==> config.mk <==
export PLATFORM = sky130hd
export DESIGN_NAME = uartRegs_flat
export DESIGN_NICKNAME = d
export VERILOG_FILES = /design/src/common/rvIsaPkg.sv /design/src/common/memMapPkg.sv /design/src/common/memBusIf.sv /design/src/uart/uartRegs.sv /design/src/flat_wrapper.sv
export SDC_FILE = /design/constraint.sdc
export NUM_CORES = 1
export LEC_CHECK = 0
export BUFFER_PORTS_ARGS = -buffer_cell sky130_fd_sc_hd__buf_4
export CAP_MARGIN = 20
export CELL_PAD_IN_SITES_DETAIL_PLACEMENT = 0
export CELL_PAD_IN_SITES_GLOBAL_PLACEMENT = 2
export CORE_MARGIN = 8
export CORE_UTILIZATION = 15
export CTS_CLUSTER_DIAMETER = 100
export DETAILED_ROUTE_END_ITERATION = 16
export GPL_TIMING_DRIVEN = 0
export PLACE_DENSITY_LB_ADDON = 0.3
export SLEW_MARGIN = 20
export SYNTH_ARGS = -nofsm -noshare
export SYNTH_HDL_FRONTEND = slang
export SYNTH_SLANG_ARGS = --single-unit
export TNS_END_PERCENT = 5
==> constraint.sdc <==
create_clock -name clk -period 1.05 [get_ports clk]
set_clock_uncertainty 0.1 [all_clocks]
set_input_delay 0.1575 -clock clk [delete_from_list [all_inputs] [get_ports clk]]
set_output_delay 0.1575 -clock clk [all_outputs]
set_load 0.01 [all_outputs]
==> src/common/rvIsaPkg.sv <==
`default_nettype none

package rvIsaPkg;

    // ------------------------------------------------------------
    // Data path width
    // ------------------------------------------------------------
    localparam int xlen = 32;

    // ------------------------------------------------------------
    // Memory instruction opcodes
    // ------------------------------------------------------------
    typedef logic [6:0] opcodeT;

    localparam opcodeT opLoad  = 7'b0000011;
    localparam opcodeT opStore = 7'b0100011;

    // Funct3 encodings shared by loads and stores
    localparam logic [2:0] fnB  = 3'b000;
    localparam logic [2:0] fnH  = 3'b001;
    localparam logic [2:0] fnW  = 3'b010;
    localparam logic [2:0] fnBu = 3'b100;
    localparam logic [2:0] fnHu = 3'b101;

    typedef enum logic [1:0] {
        widthByte,
        widthHalf,
        widthWord
    } accessWidthT;

    // Low two funct3 bits carry the size, bit 2 the unsigned flag
    function automatic accessWidthT widthOf(input logic [2:0] funct3);
        case (funct3)
            fnB, fnBu: return widthByte;
            fnH, fnHu: return widthHalf;
            fnW:       return widthWord;
            default:   return widthWord;
        endcase
    endfunction

endpackage

`default_nettype wire

==> src/common/memMapPkg.sv <==
`default_nettype none

package memMapPkg;

    // ------------------------------------------------------------
    // Address map
    // ------------------------------------------------------------
    // Bit 31 set selects the UART, all else is RAM
    localparam logic [31:0] ioBase = 32'h8000_0000;

    // Word index carried on the bus, byte address bits 31:2
    localparam int wordAddrBits = 30;

    // ------------------------------------------------------------
    // Data RAM
    // ------------------------------------------------------------
    localparam int ramWords     = 1024;
    localparam int ramIndexBits = $clog2(ramWords);

    // ------------------------------------------------------------
    // UART registers, word offsets
    // ------------------------------------------------------------
    localparam int uartOffsetBits = 2;

    localparam logic [uartOffsetBits-1:0] uartTxOffset     = 2'd0;
    localparam logic [uartOffsetBits-1:0] uartRxOffset     = 2'd1;
    localparam logic [uartOffsetBits-1:0] uartStatusOffset = 2'd2;

    // Status word bits
    localparam int rxValidBit = 0;

endpackage

`default_nettype wire

==> src/common/memBusIf.sv <==
`default_nettype none

interface memBusIf;
    import rvIsaPkg::*;
    import memMapPkg::*;

    // Word index, not byte address
    logic [wordAddrBits-1:0] addr;
    logic [xlen-1:0]         wdata;
    logic [xlen/8-1:0]       wstrb;
    logic                    we;
    logic                    re;
    logic [xlen-1:0]         rdata;

    modport host (
        output addr, wdata, wstrb, we, re,
        input  rdata
    );

    modport target (
        input  addr, wdata, wstrb, we, re,
        output rdata
    );

endinterface

`default_nettype wire

==> src/uart/uartRegs.sv <==
`default_nettype none

module uartRegs (
    input  wire logic       clk,
    input  wire logic       rstN,
    memBusIf.target         bus,
    output logic      [7:0] txByte,
    output logic            txStrobe,
    input  wire logic [7:0] rxByte,
    input  wire logic       rxStrobe
);
    import rvIsaPkg::*;
    import memMapPkg::*;

    logic [uartOffsetBits-1:0] regSel;
    logic                      txWrite;
    logic                      rxRead;
    logic [7:0]                rxData;
    logic                      rxValid;
    logic [xlen-1:0]           statusWord;

    assign regSel = bus.addr[uartOffsetBits-1:0];

    // Tx takes the low byte, so lane 0 must be strobed
    assign txWrite = bus.we && (regSel == uartTxOffset) && bus.wstrb[0];
    assign rxRead  = bus.re && (regSel == uartRxOffset);

    // ------------------------------------------------------------
    // Transmit side
    // ------------------------------------------------------------
    always_ff @(posedge clk or negedge rstN)
    begin
        if (!rstN)
        begin
            txStrobe <= 1'b0;
        end
        else
        begin
            txStrobe <= txWrite;
        end
    end

    always_ff @(posedge clk)
    begin
        if (txWrite)
        begin
            txByte <= bus.wdata[7:0];
        end
    end

    // ------------------------------------------------------------
    // Receive side
    // ------------------------------------------------------------
    always_ff @(posedge clk or negedge rstN)
    begin
        if (!rstN)
        begin
            rxData  <= 8'h00;
            rxValid <= 1'b0;
        end
        else
        begin
            // A fresh byte wins over a read in the same cycle
            if (rxStrobe)
            begin
                rxData  <= rxByte;
                rxValid <= 1'b1;
            end
            else if (rxRead)
            begin
                rxValid <= 1'b0;
            end
        end
    end

    always_comb
    begin
        statusWord             = '0;
        statusWord[rxValidBit] = rxValid;
    end

    // Read mux, tx and unmapped offsets read as zero
    always_comb
    begin
        bus.rdata = '0;
        if (bus.re)
        begin
            case (regSel)
                uartRxOffset:     bus.rdata = {{(xlen-8){1'b0}}, rxData};
                uartStatusOffset: bus.rdata = statusWord;
                default:          bus.rdata = '0;
            endcase
        end
    end

endmodule

`default_nettype wire

==> src/flat_wrapper.sv <==
// flat-port wrapper written by rule: the top's interface ports become plain ports
module uartRegs_flat import rvIsaPkg::*; import memMapPkg::*;
  (clk, rstN, txByte, txStrobe, rxByte, rxStrobe, bus_addr, bus_wdata, bus_wstrb, bus_we, bus_re, bus_rdata);
  memBusIf bus_i ();
  input  wire logic clk;
  input  wire logic rstN;
  output logic      [7:0] txByte;
  output logic txStrobe;
  input  wire logic [7:0] rxByte;
  input  wire logic rxStrobe;
  input wire logic [$bits(bus_i.addr)-1:0] bus_addr;
  input wire logic [$bits(bus_i.wdata)-1:0] bus_wdata;
  input wire logic [$bits(bus_i.wstrb)-1:0] bus_wstrb;
  input wire logic [$bits(bus_i.we)-1:0] bus_we;
  input wire logic [$bits(bus_i.re)-1:0] bus_re;
  output wire logic [$bits(bus_i.rdata)-1:0] bus_rdata;
  assign bus_i.addr = bus_addr;
  assign bus_i.wdata = bus_wdata;
  assign bus_i.wstrb = bus_wstrb;
  assign bus_i.we = bus_we;
  assign bus_i.re = bus_re;
  assign bus_rdata = bus_i.rdata;
  uartRegs u_core (.clk(clk), .rstN(rstN), .bus(bus_i), .txByte(txByte), .txStrobe(txStrobe), .rxByte(rxByte), .rxStrobe(rxStrobe));
endmodule
==> results_tabular.tex <==
\begin{tabular}{lr}
\hline
Metric & Value \\
\hline
\multicolumn{2}{l}{\textbf{Setup path}} \\
\quad Delay contributed by the slowest stage of the critical path & 390 ps \\
\quad Length in cells of the worst reg-to-reg path & 2 \\
\quad Critical setup path kind & flip-flop to primary output \\
\quad Kind of end point of the critical path & primary output \\
\quad Maximum fanout encountered on the critical timing path & 2 \\
\quad Startpoint type of the worst setup path & flip-flop \\
\quad Arrival time reported for the critical path endpoint & 1000 ps \\
\quad Cell type of the slowest stage on the worst timing path & sky130\_fd\_sc\_hd\_\_dfrtp\_1 \\
\quad Chain of cells forming the critical path & a22oi\_2, nor2\_1, buf\_4 \\
\quad Required @ worst endpoint & 790 ps \\
\multicolumn{2}{l}{\textbf{Floorplanning}} \\
\quad Core Rows & 28 \\
\quad Chip height & 94.7 um \\
\quad Number of top-level pins & 120 \\
\quad Die area & 8960 um\^{}2 \\
\quad Initial standard-cell utilization of the core & 15.6\% \\
\quad Overall die width & 94.7 um \\
\quad Core Box Area & 5960 um\^{}2 \\
\multicolumn{2}{l}{\textbf{Synth}} \\
\quad Synthesized area per cell & 13.3 um\^{}2 \\
\quad Sequential-to-total area share from yosys stat & 52.8\% \\
\quad Post-Syn Area & 928 um\^{}2 \\
\quad Synthesized instance count & 70 \\
\quad YS warnings & 0 \\
\quad Yosys cell types & 13 \\
\quad Number of register bits inferred by synthesis & 18 \\
\multicolumn{2}{l}{\textbf{Cells and area}} \\
\quad Signed area change from the synthesized netlist to the final layout & 76.1\% \\
\quad Antenna Diode Count & 0 \\
\quad Most frequent cells in the layout & sky130\_fd\_sc\_hd\_\_buf\_4 (54), sky130\_fd\_sc\_hd\_\_conb\_1 (24), sky130\_fd\_sc\_hd\_\_buf\_6 (11) \\
\quad Share of final-layout standard cells stronger than drive strength 1 & 59.6\% \\
\quad Number of nets in the layout & 229 \\
\quad Count of placed standard cells in the final layout, fillers left out & 221 \\
\quad Fraction of the core area covered by cells at the end of the flow & 27.5\% \\
\quad Most common cell after layout, fill and taps aside & sky130\_fd\_sc\_hd\_\_buf\_4 \\
\multicolumn{2}{l}{\textbf{Timing}} \\
\quad Unrepaired setup endpoints after global routing & yes \\
\quad Worst Slack Setup Final & -205 ps \\
\quad Ratio of final minimum period to clock period & 119\% \\
\quad Final min period & 1250 ps \\
\quad Final max-slew violation count & 0 \\
\quad Final hold viol count & 0 \\
\quad Highest attainable clock frequency & 797 MHz \\
\quad Number of setup violations in the final report & 8 \\
\multicolumn{2}{l}{\textbf{Placed design}} \\
\quad Routability-driven placement congestion ratio & 0.667 \\
\quad Dpl cells & 207 \\
\quad Count of port buffers added during placement & 39 \\
\multicolumn{2}{l}{\textbf{Global route}} \\
\quad Wire length of the first global-routing pass & 3910 um \\
\quad Number of antenna violations at the first check in global routing & 0 \\
\quad GR Util All Layers & 5.80\% \\
\quad Maximum number of pins on one net before global-route repair & 11 \\
\quad Global route total overflow & 0 \\
\quad Number of global-route vias before repair & 762 \\
\multicolumn{2}{l}{\textbf{Clock tree}} \\
\quad Number of CTS-inserted buffers & 3 \\
\quad Clock buffer depth & 2 \\
\quad H-tree depth & 1 \\
\quad Clock insertion delay at the later pin of the skew report & 240 ps \\
\quad Clock Tree Root & sky130\_fd\_sc\_hd\_\_clkbuf\_8 \\
\quad Number of sinks handled by clock tree synthesis & 18 \\
\quad TritonCTS clock tree & built \\
\quad Clk slew on worst S/H paths & 70 ps \\
\multicolumn{2}{l}{\textbf{Pwr}} \\
\quad LEAKAGE & 0.815 nW \\
\quad Pwr dens & 1020 nW/um\^{}2 \\
\quad Maximum resistive drop on vdd & 532 uV \\
\quad Post-layout total power & 1.67 mW \\
\multicolumn{2}{l}{\textbf{Detailed routing}} \\
\quad Number of nets with antenna violations after detailed routing & 0 \\
\quad Initial DRC Count & 20 \\
\quad Number of design rule violations left after detail routing & 0 \\
\quad Avg WL per Cell & 11.8 um \\
\quad DR vias & 688 \\
\quad Sum of routed wire length over all layers & 2610 um \\
\quad Average via count per standard cell & 3.11 \\
\quad Number of detailed-routing iterations run before antenna repair & 2 \\
\multicolumn{2}{l}{\textbf{Outcome}} \\
\quad Run status & finished, violations left \\
\quad Violated checks & setup timing \\
\multicolumn{2}{l}{\textbf{Run}} \\
\quad Max-cap violations & 0 \\
\multicolumn{2}{l}{\textbf{Hold path}} \\
\quad Tightest Hold Check Type & primary input to flip-flop \\
\quad Worst Hold Depth & 2 \\
\hline
\end{tabular}
power breakdown:
group	total (mW)	internal, mW	switching, mW	leakage, nW
Sequential	0.804	0.781	0.0223	0.189
Clock	0.484	0.259	0.225	0.0231
Combinational	0.385	0.239	0.146	0.602
what timing repair did:
| item | in CTS | in global routing |
|---|---|---|
| hold buffers | 9 | 0 |
| setup buffers | 0 | 1 |
| resized for setup | 15 | 5 |
| setup endpoints to repair | 9 | 13 |
| endpoints found under the hold margin | 18 | 0 |
| pin swaps | 7 | 0 |
cell type report:
cell class / count / area (um^2)
Clock inverter: 1 / 3.75
Tap cell: 75 / 93.8
Inverter: 2 / 7.51
Clock buffer: 3 / 41.3
Multi-Input combinational cell: 48 / 379
Buffer: 25 / 191
Timing Repair Buffer: 49 / 428
Sequential cell: 18 / 490
Fill cell: 644 / 4320
worst max-delay path: cells and delay by family (launching register included):
| kind | cells | cell delay, ps |
|---|---|---|
| flops | 1 | 390 |
| buf+inv | 1 | 140 |
| compound gates | 1 | 160 |
| simple gates | 1 | 60 |
flip-flops by register name, summed over array words and instances, names as in the netlist:
signal / count
u_core.rxValid: 1
u_core.txStrobe: 1
u_core.txByte: 8
u_core.rxData: 8
synthesized netlist by cell type:
cell,count,area (um^2)
sky130_fd_sc_hd__buf_4,24,180
sky130_fd_sc_hd__dfrtp_1,10,250
sky130_fd_sc_hd__and3_1,8,50.1
sky130_fd_sc_hd__edfxtp_1,8,240
sky130_fd_sc_hd__mux2_4,8,120
sky130_fd_sc_hd__ha_1,3,37.5
sky130_fd_sc_hd__inv_1,2,7.51
sky130_fd_sc_hd__nand2_1,2,7.51
sky130_fd_sc_hd__a21o_2,1,8.76
sky130_fd_sc_hd__a22oi_1,1,7.51
sky130_fd_sc_hd__buf_6,1,11.3
sky130_fd_sc_hd__conb_1,1,3.75
sky130_fd_sc_hd__nor2_1,1,3.75
cell families after synthesis:
family,share of synthesized area (%)
buffers and inverters,21.4
adders and majority gates,4.04
DFF,52.8
other,0.404
AOI/OAI and AO/OA,1.75
muxes,12.9
and+or+nand+nor,6.60
metrics by stage:
step	instance area, um^2	setup TNS (ps)	setup WS [ps]	hold slack, ps
floorplan	1020	0	46.3	-238
global placement	1400	-3490	-290	-98.2
detailed placement	1400	-3760	-302	-93.7
CTS	1610	-1280	-253	21.4
global route	1640	-1530	-280	19.6
finish	1640	-1110	-205	30.3
path summary, 6_finish.rpt:
kind                            slack (ps)        startpoint               end
worst max-delay path                  -200    u_core.rxValid      bus_rdata[0]
worst min-delay path                    30         rxByte[2]  u_core.rxData[2]
worst max register to register         150    u_core.rxValid    u_core.rxValid
worst min register to register         420  u_core.rxData[4]  u_core.rxData[4]
max in group asynchronous              490              rstN  u_core.rxData[0]
min in group asynchronous              190              rstN  u_core.rxData[7]
per-layer routing:
metal / global-route usage, % / up-vias / routed length [um] / share of wire (%)
met4: 0.780 / 0 / 8 / 0.31
met5: 0 / - / 0 / 0
li1: - / 339 / - / -
met2: 10.4 / 40 / 1300 / 50
met1: 5.89 / 307 / 989 / 38
met3: 3.25 / 2 / 315 / 12
Note: power is estimated with default switching activity, not from simulation.
