<file path="src/common/rvIsaPkg.sv">
`default_nettype none

package rvIsaPkg;

    // ------------------------------------------------------------
    // Data path width
    // ------------------------------------------------------------
    localparam int xlen = 32;

    // ------------------------------------------------------------
    // Memory instruction opcodes
    // ------------------------------------------------------------
    typedef logic [6:0] opcodeT;

    localparam opcodeT opLoad  = 7'b0000011;
    localparam opcodeT opStore = 7'b0100011;

    // Funct3 encodings shared by loads and stores
    localparam logic [2:0] fnB  = 3'b000;
    localparam logic [2:0] fnH  = 3'b001;
    localparam logic [2:0] fnW  = 3'b010;
    localparam logic [2:0] fnBu = 3'b100;
    localparam logic [2:0] fnHu = 3'b101;

    typedef enum logic [1:0] {
        widthByte,
        widthHalf,
        widthWord
    } accessWidthT;

    // Low two funct3 bits carry the size, bit 2 the unsigned flag
    function automatic accessWidthT widthOf(input logic [2:0] funct3);
        case (funct3)
            fnB, fnBu: return widthByte;
            fnH, fnHu: return widthHalf;
            fnW:       return widthWord;
            default:   return widthWord;
        endcase
    endfunction

endpackage

`default_nettype wire

</file>
<file path="src/logic/loadAlign.sv">
`default_nettype none

module loadAlign (
    input  wire logic [2:0]               funct3,
    input  wire logic [1:0]               offset,
    input  wire logic                     misalignedAccess,
    input  wire logic [rvIsaPkg::xlen-1:0] rdata,
    output logic      [rvIsaPkg::xlen-1:0] loadValue
);
    import rvIsaPkg::*;

    accessWidthT width;
    logic        signedLoad;
    logic [7:0]  laneByte;
    logic [15:0] laneHalf;

    assign width      = widthOf(funct3);
    // lbu and lhu have funct3 bit 2 set
    assign signedLoad = ~funct3[2];

    // ------------------------------------------------------------
    // Lane select
    // ------------------------------------------------------------
    always_comb
    begin
        case (offset)
            2'b00:   laneByte = rdata[7:0];
            2'b01:   laneByte = rdata[15:8];
            2'b10:   laneByte = rdata[23:16];
            2'b11:   laneByte = rdata[31:24];
            default: laneByte = rdata[7:0];
        endcase
    end

    // Odd offsets never reach here unflagged, so bit 1 is enough
    assign laneHalf = offset[1] ? rdata[31:16] : rdata[15:0];

    // ------------------------------------------------------------
    // Extension
    // ------------------------------------------------------------
    always_comb
    begin
        case (width)
            widthByte:
                loadValue = {{(xlen-8){signedLoad & laneByte[7]}}, laneByte};
            widthHalf:
                loadValue = {{(xlen-16){signedLoad & laneHalf[15]}}, laneHalf};
            widthWord:
                loadValue = rdata;
            default:
                loadValue = rdata;
        endcase
        // Flagged accesses return zero
        if (misalignedAccess)
        begin
            loadValue = '0;
        end
    end

endmodule

`default_nettype wire

</file>
<file path="config.mk">
export PLATFORM = sky130hd
export DESIGN_NAME = loadAlign
export DESIGN_NICKNAME = d
export VERILOG_FILES = /design/src/common/rvIsaPkg.sv /design/src/logic/loadAlign.sv
export SDC_FILE = /design/constraint.sdc
export NUM_CORES = 1
export LEC_CHECK = 0
export BUFFER_PORTS_ARGS = -buffer_cell sky130_fd_sc_hd__buf_4
export CORE_MARGIN = 4
export CORE_UTILIZATION = 40
export DETAILED_ROUTE_END_ITERATION = 6
export PLACE_DENSITY = 0.83
export SYNTH_ARGS = -nofsm -noshare
export SYNTH_HDL_FRONTEND = slang
export SYNTH_SLANG_ARGS = --single-unit
</file>
<file path="constraint.sdc">
create_clock -name vclk -period 1.6
set_clock_uncertainty 0.1 [all_clocks]
set_input_delay 0.08 -clock vclk [all_inputs]
set_output_delay 0.08 -clock vclk [all_outputs]
set_load 0.005 [all_outputs]
</file>
==> results.md, run 1 <==
- First-pass GRT wire length: around 5.7 mm
- Worst-Margin Slew: 407 ps
- Starting density of the core: roughly 43%
- Min-delay src: rdata[19]
- Ant diodes: 0
- Top post-synthesis cells by count: 16 x nand2_1, 15 x nor2_1, 10 x a31oi_1
- Hold_buf cts: 0
- Most Used Layer, Global Route: met2
- Final hold viol count: 0
- CLK BUF: 0
- Layout cells sized above 1: 53.5%
- Initial antenna violation count: 0
- Tcrit/Tclk final: 94.9%
- Number of synthesis warnings: 0
- Post-Syn Nets: 161
- Avg Inst Size Synth: a little over 7 um^2
- Post-DP HPWL: between 2 and 3 mm
- Std cell rows: 16
- Worst Path Arrival: 1340 ps
- Maximum fanout along the worst path: 8
- Slew margin rel.: 72.9%
- Setup crit start kind: primary input
- Synth top area share: 20.7%
- Vias in the first global route: roughly 1200
- Final std cells w/o fill: 214
- Residual DRC: 0
- DR iter-0 viols: 65
- IO Pins: 70
- Final setup fails: 0
- Final Max Tran Viols: 0
- RD Place Congestion: 0.851
- RSZ-0062 raised after global routing: false
- CP Capture Type: primary output
- Fmax achieved: around 660 MHz
- Cell area after synthesis: 872 um^2
- Final total power: roughly 0.43 mW
- Yosys cell types: 26
- Ranking of synthesized cells by area: mux4_2 21%, a221oi_2 14%, a31oi_1 7.2%, a221oi_1 7.0%, nand2_1 6.9%
- Status: finished, final reports clean
- Final net count: 227
- Dpl cells: 212
- GR Util met1: 31.6%
- Max-capacitance violation count: 0
- Post-route setup TNS: 0 ps
- P_leak: 0.631 nW
- Req. time, crit path: about 1400 ps
- Routed Antenna Nets: 0
- Seq/Total Area, Yosys: 0%
- Worst Setup SP: offset[1]
- DIE HEIGHT: 54.7 um
- Hold Worst Slack: 437 ps
- Wire per inst: 17.5 um
- Max VDD drop: ~0.16 mV
- Crit path time final: 1520 ps
- Cells after Synth: 123
- Top-count cell post-synth: nand2_1
- Fill count: 155
- DIE AREA: 0.00299 mm^2
- First-pass iteration count of the detailed router: 5
- Register Area: 0 um^2
- Largest net degree at the start of global routing: 33
- Hold WC Path Type: primary input to primary output
- Synth-to-Final Area Change: 65.6%
- GRT Total Usage: 25.0%
- Total number of vias: approximately 1400
- Port buffer count: 70
- Drt via density: 6.41
- Routing usage on met2: around 45%
- WS Path Type: primary input to primary output
- Core region area: approximately 0.002 mm^2
- Overflow left after global routing: 0
- Post-Route WL: between 3 and 4 mm
- Chip width: between 50 and 60 um
- Met3 Use GR: 1.36%
- FFs & Latches: 0
- Cell taking the most area after synthesis: mux4_2
- Power density cells: 294 mW/mm^2
## power by group
group / total, mW / switching (mW) / internal [mW]
Sequential: 0 / 0 / 0
Clock: 0 / 0 / 0
Combinational: 0.425 / 0.198 / 0.227
Total: 0.425 / 0.198 / 0.227
## worst max-delay path: stages
cell,delay [ps]
buf_4,140
buf_4,160
nand2b_1,280
a21oi_1,130
nor4_1,360
buf_4,180
## metal layers
metal / part of all wire (%) / up-vias
met5: 0 / -
met4: 1.4 / 0
met3: 13 / 8
met2: 51 / 115
met1: 34 / 629
li1: - / 620
## logic make-up after synthesis
kind of cell | count (synthesis) | share of synthesized area [%]
compound gates | 43 | 39.3
buf+inv | 16 | 8.75
mux | 9 | 22.0
simple gates | 55 | 30.0
## layout by cell type (no fill, tap or decap), types with 7 or more instances in the layout
master    Yosys  final
nand3_1       8      8
o21ai_0       8      8
buf_4         1     78
a21oi_1       7      7
nand2_1      16     16
nor2_1       15     15
a31oi_1      10     10
a221oi_2      8      8
a221oi_1      7      7
mux4_2        8      8
nor4_1        7      7
## per-stage QoR
stage               utilization [%]  worst slack, ps  cell area, um^2
floorplan                         -              366              872
global placement               70.4             33.8             1420
detailed placement             70.4             8.48             1420
CTS                            70.4             7.13             1420
global route                   71.4             6.10             1440
finish                         71.4             82.3             1440
## cell type report
cell class                 instances  area [um^2]  share of cell area (%)
multi-input combinational        107          801                    55.5
timing repair buffer              79          606                    41.9
tap                               27         33.8                    2.34
inverter                           1         3.75                   0.260
## path summary, 6_finish.rpt
path | end | cells past startpoint
max | loadValue[2] | 6
min | loadValue[19] | 4
## what timing repair did
action                     in CTS  in global routing
hold endpoints to repair        0                  0
setup buffers                   0                  2
setup endpoints to repair       0                 21
resized for setup               0                  1
Note: power is estimated with default switching activity, not from simulation.
==> run 2: changes to the inputs <==
--- a/config.mk
+++ b/config.mk
@@ -7,8 +7,8 @@
 export LEC_CHECK = 0
 export BUFFER_PORTS_ARGS = -buffer_cell sky130_fd_sc_hd__buf_4
-export CORE_MARGIN = 4
 export CORE_UTILIZATION = 40
 export DETAILED_ROUTE_END_ITERATION = 6
 export PLACE_DENSITY = 0.83
+export SETUP_SLACK_MARGIN = 0.15
 export SYNTH_ARGS = -nofsm -noshare
 export SYNTH_HDL_FRONTEND = slang
==> constraint.sdc (replaced) <==
create_clock -name vclk -period 1.6
set_clock_uncertainty 0.1 [all_clocks]
set_input_delay 0.08 -clock vclk [all_inputs]
set_output_delay 0.08 -clock vclk [all_outputs]
set_load 0.01 [all_outputs]
==> run 2 against run 1 <==
Effect of this change: first-iteration DRC count up 46%; worst hold slack better by 9.9 ps; fmax up 2.7%; die area down 21%; via count up 4.9%; core utilization up 6.7 points; count of clock-buffer cells in the layout unchanged; routed wire length up 3.5%; sequential cell count unchanged; power up 13%.
==> results.md, run 2 (synthesis results as in run 1) <==
- Starting density of the core: 43.6%
- Routed Antenna Nets: 0
- Post-DP HPWL: between 2 and 3 mm
- Most Used Layer, Global Route: met2
- Power density cells: 307 mW/mm^2
- Hold_buf cts: 0
- GRT Total Usage: between 20% and 30%
- Final instance area: approximately 0.0016 mm^2
- Core region area: 0.00200 mm^2
- Port buffer count: 70
- CP Capture Type: primary output
- Hold WC Path Type: primary input to primary output
- Final setup fails: 0
- Largest net degree at the start of global routing: 33
- Final net count: 231
- Setup crit start kind: primary input
- Worst Path Arrival: between 1000 and 1500 ps
- Placed Area: 0.00142 mm^2
- Met3 Use GR: roughly 5.0%
- Register Area: 0 um^2
- First-pass GRT wire length: 5.71 mm
- Overflow left after global routing: 0
- Wire per inst: 17.8 um
- GR Util met1: between 30% and 40%
- Ant diodes: 0
- Fmax achieved: just under 700 MHz
- FFs & Latches: 0
- RD Place Congestion: 0.873
- Final hold viol count: 0
- P_leak: about 0.66 nW
- Max-capacitance violation count: 0
- IO Pins: 70
- Vias in the first global route: 1151
- CLK BUF: 0
- Maximum fanout along the worst path: 7
- DIE AREA: between 0.002 and 0.0025 mm^2
- Commonest cells after routing, fill and taps aside: 78 x buf_4, 16 x nand2_1, 13 x nor2_1
- Final Core Density: 78.1%
- Tcrit/Tclk final: 92.4%
- Layout cells sized above 1: around three fifths
- DR iter-0 viols: 95
- Chip width: 48.7 um
- Req. time, crit path: roughly 1400 ps
- Status: finished, final reports clean
- Total number of vias: 1439
- Std cell rows: 16
- Drt via density: 6.60
- Worst-Margin Slew: between 400 and 500 ps
- Max VDD drop: 0.186 mV
- Crit path time final: 1480 ps
- Slew margin rel.: 71.2%
- Initial antenna violation count: 0
- Most common cell after layout, fill and taps aside: buf_4
- RSZ-0062 raised after global routing: true
- First-pass iteration count of the detailed router: 5
- Final Max Tran Viols: 0
- Hold Worst Slack: 447 ps
- Synth-to-Final Area Change: 79.3%
- Post-Route WL: 3.88 mm
- WS Path Type: primary input to primary output
- DIE HEIGHT: 48.7 um
- Routing usage on met2: 50.7%
- Residual DRC: 0
-- run 2: cell types whose count changed in the layout (fill, tap and decap cells not counted), moves of 2 or more --
cell / before / now
a31oi_2: 0 / 3
a221oi_1: 7 / 5
nor2_2: 0 / 2
nor2_1: 15 / 13
a221oi_2: 8 / 10
nor4_2: 0 / 2
a31oi_1: 10 / 6
nor4_1: 7 / 5
buf_6: 0 / 3
-- run 2: worst max-delay path, stage by stage --
cell	delay (ps)
buf_4	120
mux4_2	490
nand3b_1	150
buf_6	170
a31oi_1	120
buf_4	170
-- run 2: worst paths after layout --
check	from	cells after the start	slack, ps	endpoint
min	rdata[16]	4	450	loadValue[16]
max	rdata[23]	6	120	loadValue[15]
-- run 2: per-stage QoR --
step | worst slack, ps | std cells | setup TNS [ps] | power (mW)
after CTS | 110 | 215 | 0 | 0.442
after global routing | 80.4 | 218 | 0 | 0.508
after global placement | 37.8 | 213 | 0 | 0.420
after floorplan | 273 | 123 | 0 | 0.223
after detailed placement | -8.98 | 213 | -8.98 | 0.430
final | 122 | 218 | 0 | 0.480
-- run 2: routing by layer --
layer / wire length [um] / part of all wire (%)
met4: 94 / 2.4
met5: 0 / 0
met3: 515 / 13
met1: 1370 / 35
met2: 1910 / 49
-- run 2: repair_timing --
item,4_1_cts,5_1_grt
endpoints found under the hold margin,0,0
pin swaps,1,2
gates resized for setup,6,17
setup endpoints to repair,25,22
setup buffers,2,3
-- run 2: where the power goes --
part | leakage, nW | switching, mW | internal (mW) | total (mW)
logic | 0.665 | 0.233 | 0.246 | 0.480
clock network | 0 | 0 | 0 | 0
registers | 0 | 0 | 0 | 0
-- run 2: cell type report --
| class | instances | area (um^2) |
|---|---|---|
| multi-input combinational | 107 | 872 |
| timing repair buffer | 83 | 654 |
| inverter | 1 | 3.75 |
| tap | 27 | 33.8 |
| fill | 143 | 438 |
==> run 3: changes to the inputs <==
- ABC_AREA: default -> 1
- CORE_ASPECT_RATIO: default -> 0.5
- GPL_TIMING_DRIVEN: default -> 0
- PLACE_DENSITY: 0.83 -> 0.78
==> run 3 against run 2 <==
Effect of this change: sequential cell count unchanged; area after synthesis rose by 20%; fmax is 6.5% higher; cell count rose by 40%; core utilization decreased by 7.7 points; worst hold slack got worse by 110 ps; global-route usage decreased by 3.0 points; first-iteration DRC count fell by 24%; synthesized cell count increased by 63%; power grew 2.0%; non-clock buffer count fell by 1; critical endpoint is now loadValue[23].
==> results.md, run 3 <==
- Register Area: 0 um^2
- Worst slack, placed: ~94 ps
- Cell area after synthesis: 0.00104 mm^2
- Ranking of synthesized cells by area: nand2_1 24%, nor2_4 11%, nand3_1 8.6%, nor2_1 8.3%, o211ai_1 7.9%
- P_leak: between 0.9 and 1 nW
- Min-delay src: misalignedAccess
- Slew margin rel.: 68.4%
- Req. time, crit path: about 1400 ps
- Yosys cell types: 26
- Multi-input gate area: around 870 um^2
- Crit path time final: about 1400 ps
- Post-Route WL: 3.71 mm
- Number of synthesis warnings: 0
- Final net count: 311
- Post-DP HPWL: 3.00 mm
- Synth-to-Final Area Change: 57.8%
- Final setup fails: 0
- Chip width: 74.3 um
- Seq/Total Area, Yosys: 0%
- Final hold viol count: 0
- Fmax achieved: 721 MHz
- Tcrit/Tclk final: just under 90%
- Final std cells w/o fill: 306
- Status: finished, final reports clean
- Cells after Synth: 200
- Vias in the first global route: 1294
- Ant diodes: 0
- DIE HEIGHT: 38.1 um
- Overflow left after global routing: 0
- Avg Inst Size Synth: about 5.2 um^2
- Layout cells sized above 1: 38.0%
- Port buffer count: slightly below 70
- Cell taking the most area after synthesis: nand2_1
- Hold WC Path Type: primary input to primary output
- Drt via density: 4.91
- Wire per inst: 12.1 um
- Routed Antenna Nets: 0
- Max VDD drop: 0.164 mV
- Total number of vias: 1503
- Placed Area: about 0.0016 mm^2
- Residual DRC: 0
- Largest net degree at the start of global routing: 11
- Std cell rows: 12
- Starting density of the core: 44.6%
- First-pass iteration count of the detailed router: 4
- GRT Total Usage: 26.7%
- RD Place Congestion: 0.911
- Final total power: 0.489 mW
- WS Path Type: primary input to primary output
- Hold endpoint: loadValue[0]
- FFs & Latches: 0
- Power density cells: 297 mW/mm^2
- DR iter-0 viols: 72
- CP Capture Type: primary output
- First-pass GRT wire length: 5.77 mm
- Setup crit start kind: primary input
- Commonest cells after routing, fill and taps aside: 70 x buf_4, 67 x nand2_1, 23 x nor2_1
- Worst Path Arrival: 1210 ps
- Final setup margin: between 200 and 250 ps
- Hold_buf cts: 0
- DIE AREA: 0.00283 mm^2
- Final instance area: around 0.0016 mm^2
- Post-Syn Nets: 238
- Maximum fanout along the worst path: 8
- Post-route setup TNS: 0 ps
- CLK BUF: 0
- Synth top area share: 24.1%
- Top post-synthesis cells by count: 67 x nand2_1, 23 x nor2_1, 19 x inv_1
- Fill count: 237
- Initial antenna violation count: 0
- Top-count cell post-synth: nand2_1
- Dpl cells: ~300
- Max-capacitance violation count: 0
- Most common cell after layout, fill and taps aside: buf_4
- Worst-Margin Slew: roughly 470 ps
- IO Pins: 70
- Final Max Tran Viols: 0
- Hold Crit Depth: 3
- RSZ-0062 raised after global routing: false
- Core region area: about 0.0023 mm^2
[run 3: cell count changes after synthesis, moves of 9 or more]
cell      before  now
a31oi_1       10    1
inv_1          1   19
o211ai_1       0   11
nand2_1       16   67
nor2_4         0   10
nand3_1        8   18
[run 3: worst max path at each step]
| stage | cells after the start | slack, ps | to | startpoint |
|---|---|---|---|---|
| detailed placement | 9 | 90 | loadValue[25] | funct3[1] |
| global route | 10 | 150 | loadValue[24] | funct3[1] |
| CTS | 6 | 160 | loadValue[7] | misalignedAccess |
| floorplan | 8 | 440 | loadValue[21] | offset[1] |
| global placement | 10 | 110 | loadValue[25] | funct3[1] |
| finish | 10 | 210 | loadValue[23] | funct3[1] |
[run 3: layout make-up]
type / count / area share (%)
Timing Repair Buffer: 71 / 33.4
Buffer: 11 / 5.24
Multi-Input combinational cell: 166 / 53.0
Tap cell: 35 / 2.66
Inverter: 23 / 5.69
[run 3: repair_timing]
item                                   in CTS  in global routing
pin swaps                                   1                  1
setup endpoints to repair                  19                 20
gates resized for setup                     1                  5
gates cloned                                0                  1
endpoints found under the hold margin       0                  0
setup buffers                               1                  1
[run 3: where the power goes]
group / internal [mW] / switching [mW] / leakage, nW / total [mW]
clock network: 0 / 0 / 0 / 0
logic: 0.231 / 0.258 / 0.922 / 0.489
registers: 0 / 0 / 0 / 0
[run 3: through the flow]
stage                     hold slack (ps)  util [%]
final                                 341      70.4
after global routing                  359      70.4
after CTS                             339      68.8
after detailed placement              339      68.3
after global placement                346      68.3
after floorplan                       114         -
[run 3: routing by layer]
layer  up-vias  routed length [um]  track usage, %
met5         -                   0               0
met4         0                   0           0.472
met3         0                 214           0.526
met2        51                1740            47.3
met1       666                1760            38.4
li1        786                   -               -
[run 3: kinds of logic after synthesis]
logic type / count (synthesis) / share of synthesized area (%)
AOI/OAI and AO/OA: 38 / 23.6
buffers and inverters: 34 / 16.8
and+or+nand+nor: 128 / 59.6
[run 3: worst max-delay path, stage by stage]
cell,delay (ps)
buf_4,130
inv_6,80
nand2_2,100
a21oi_4,160
nand3_4,90
nand3_2,80
nand2_4,100
clkbuf_16,200
nor2_4,70
buf_4,110
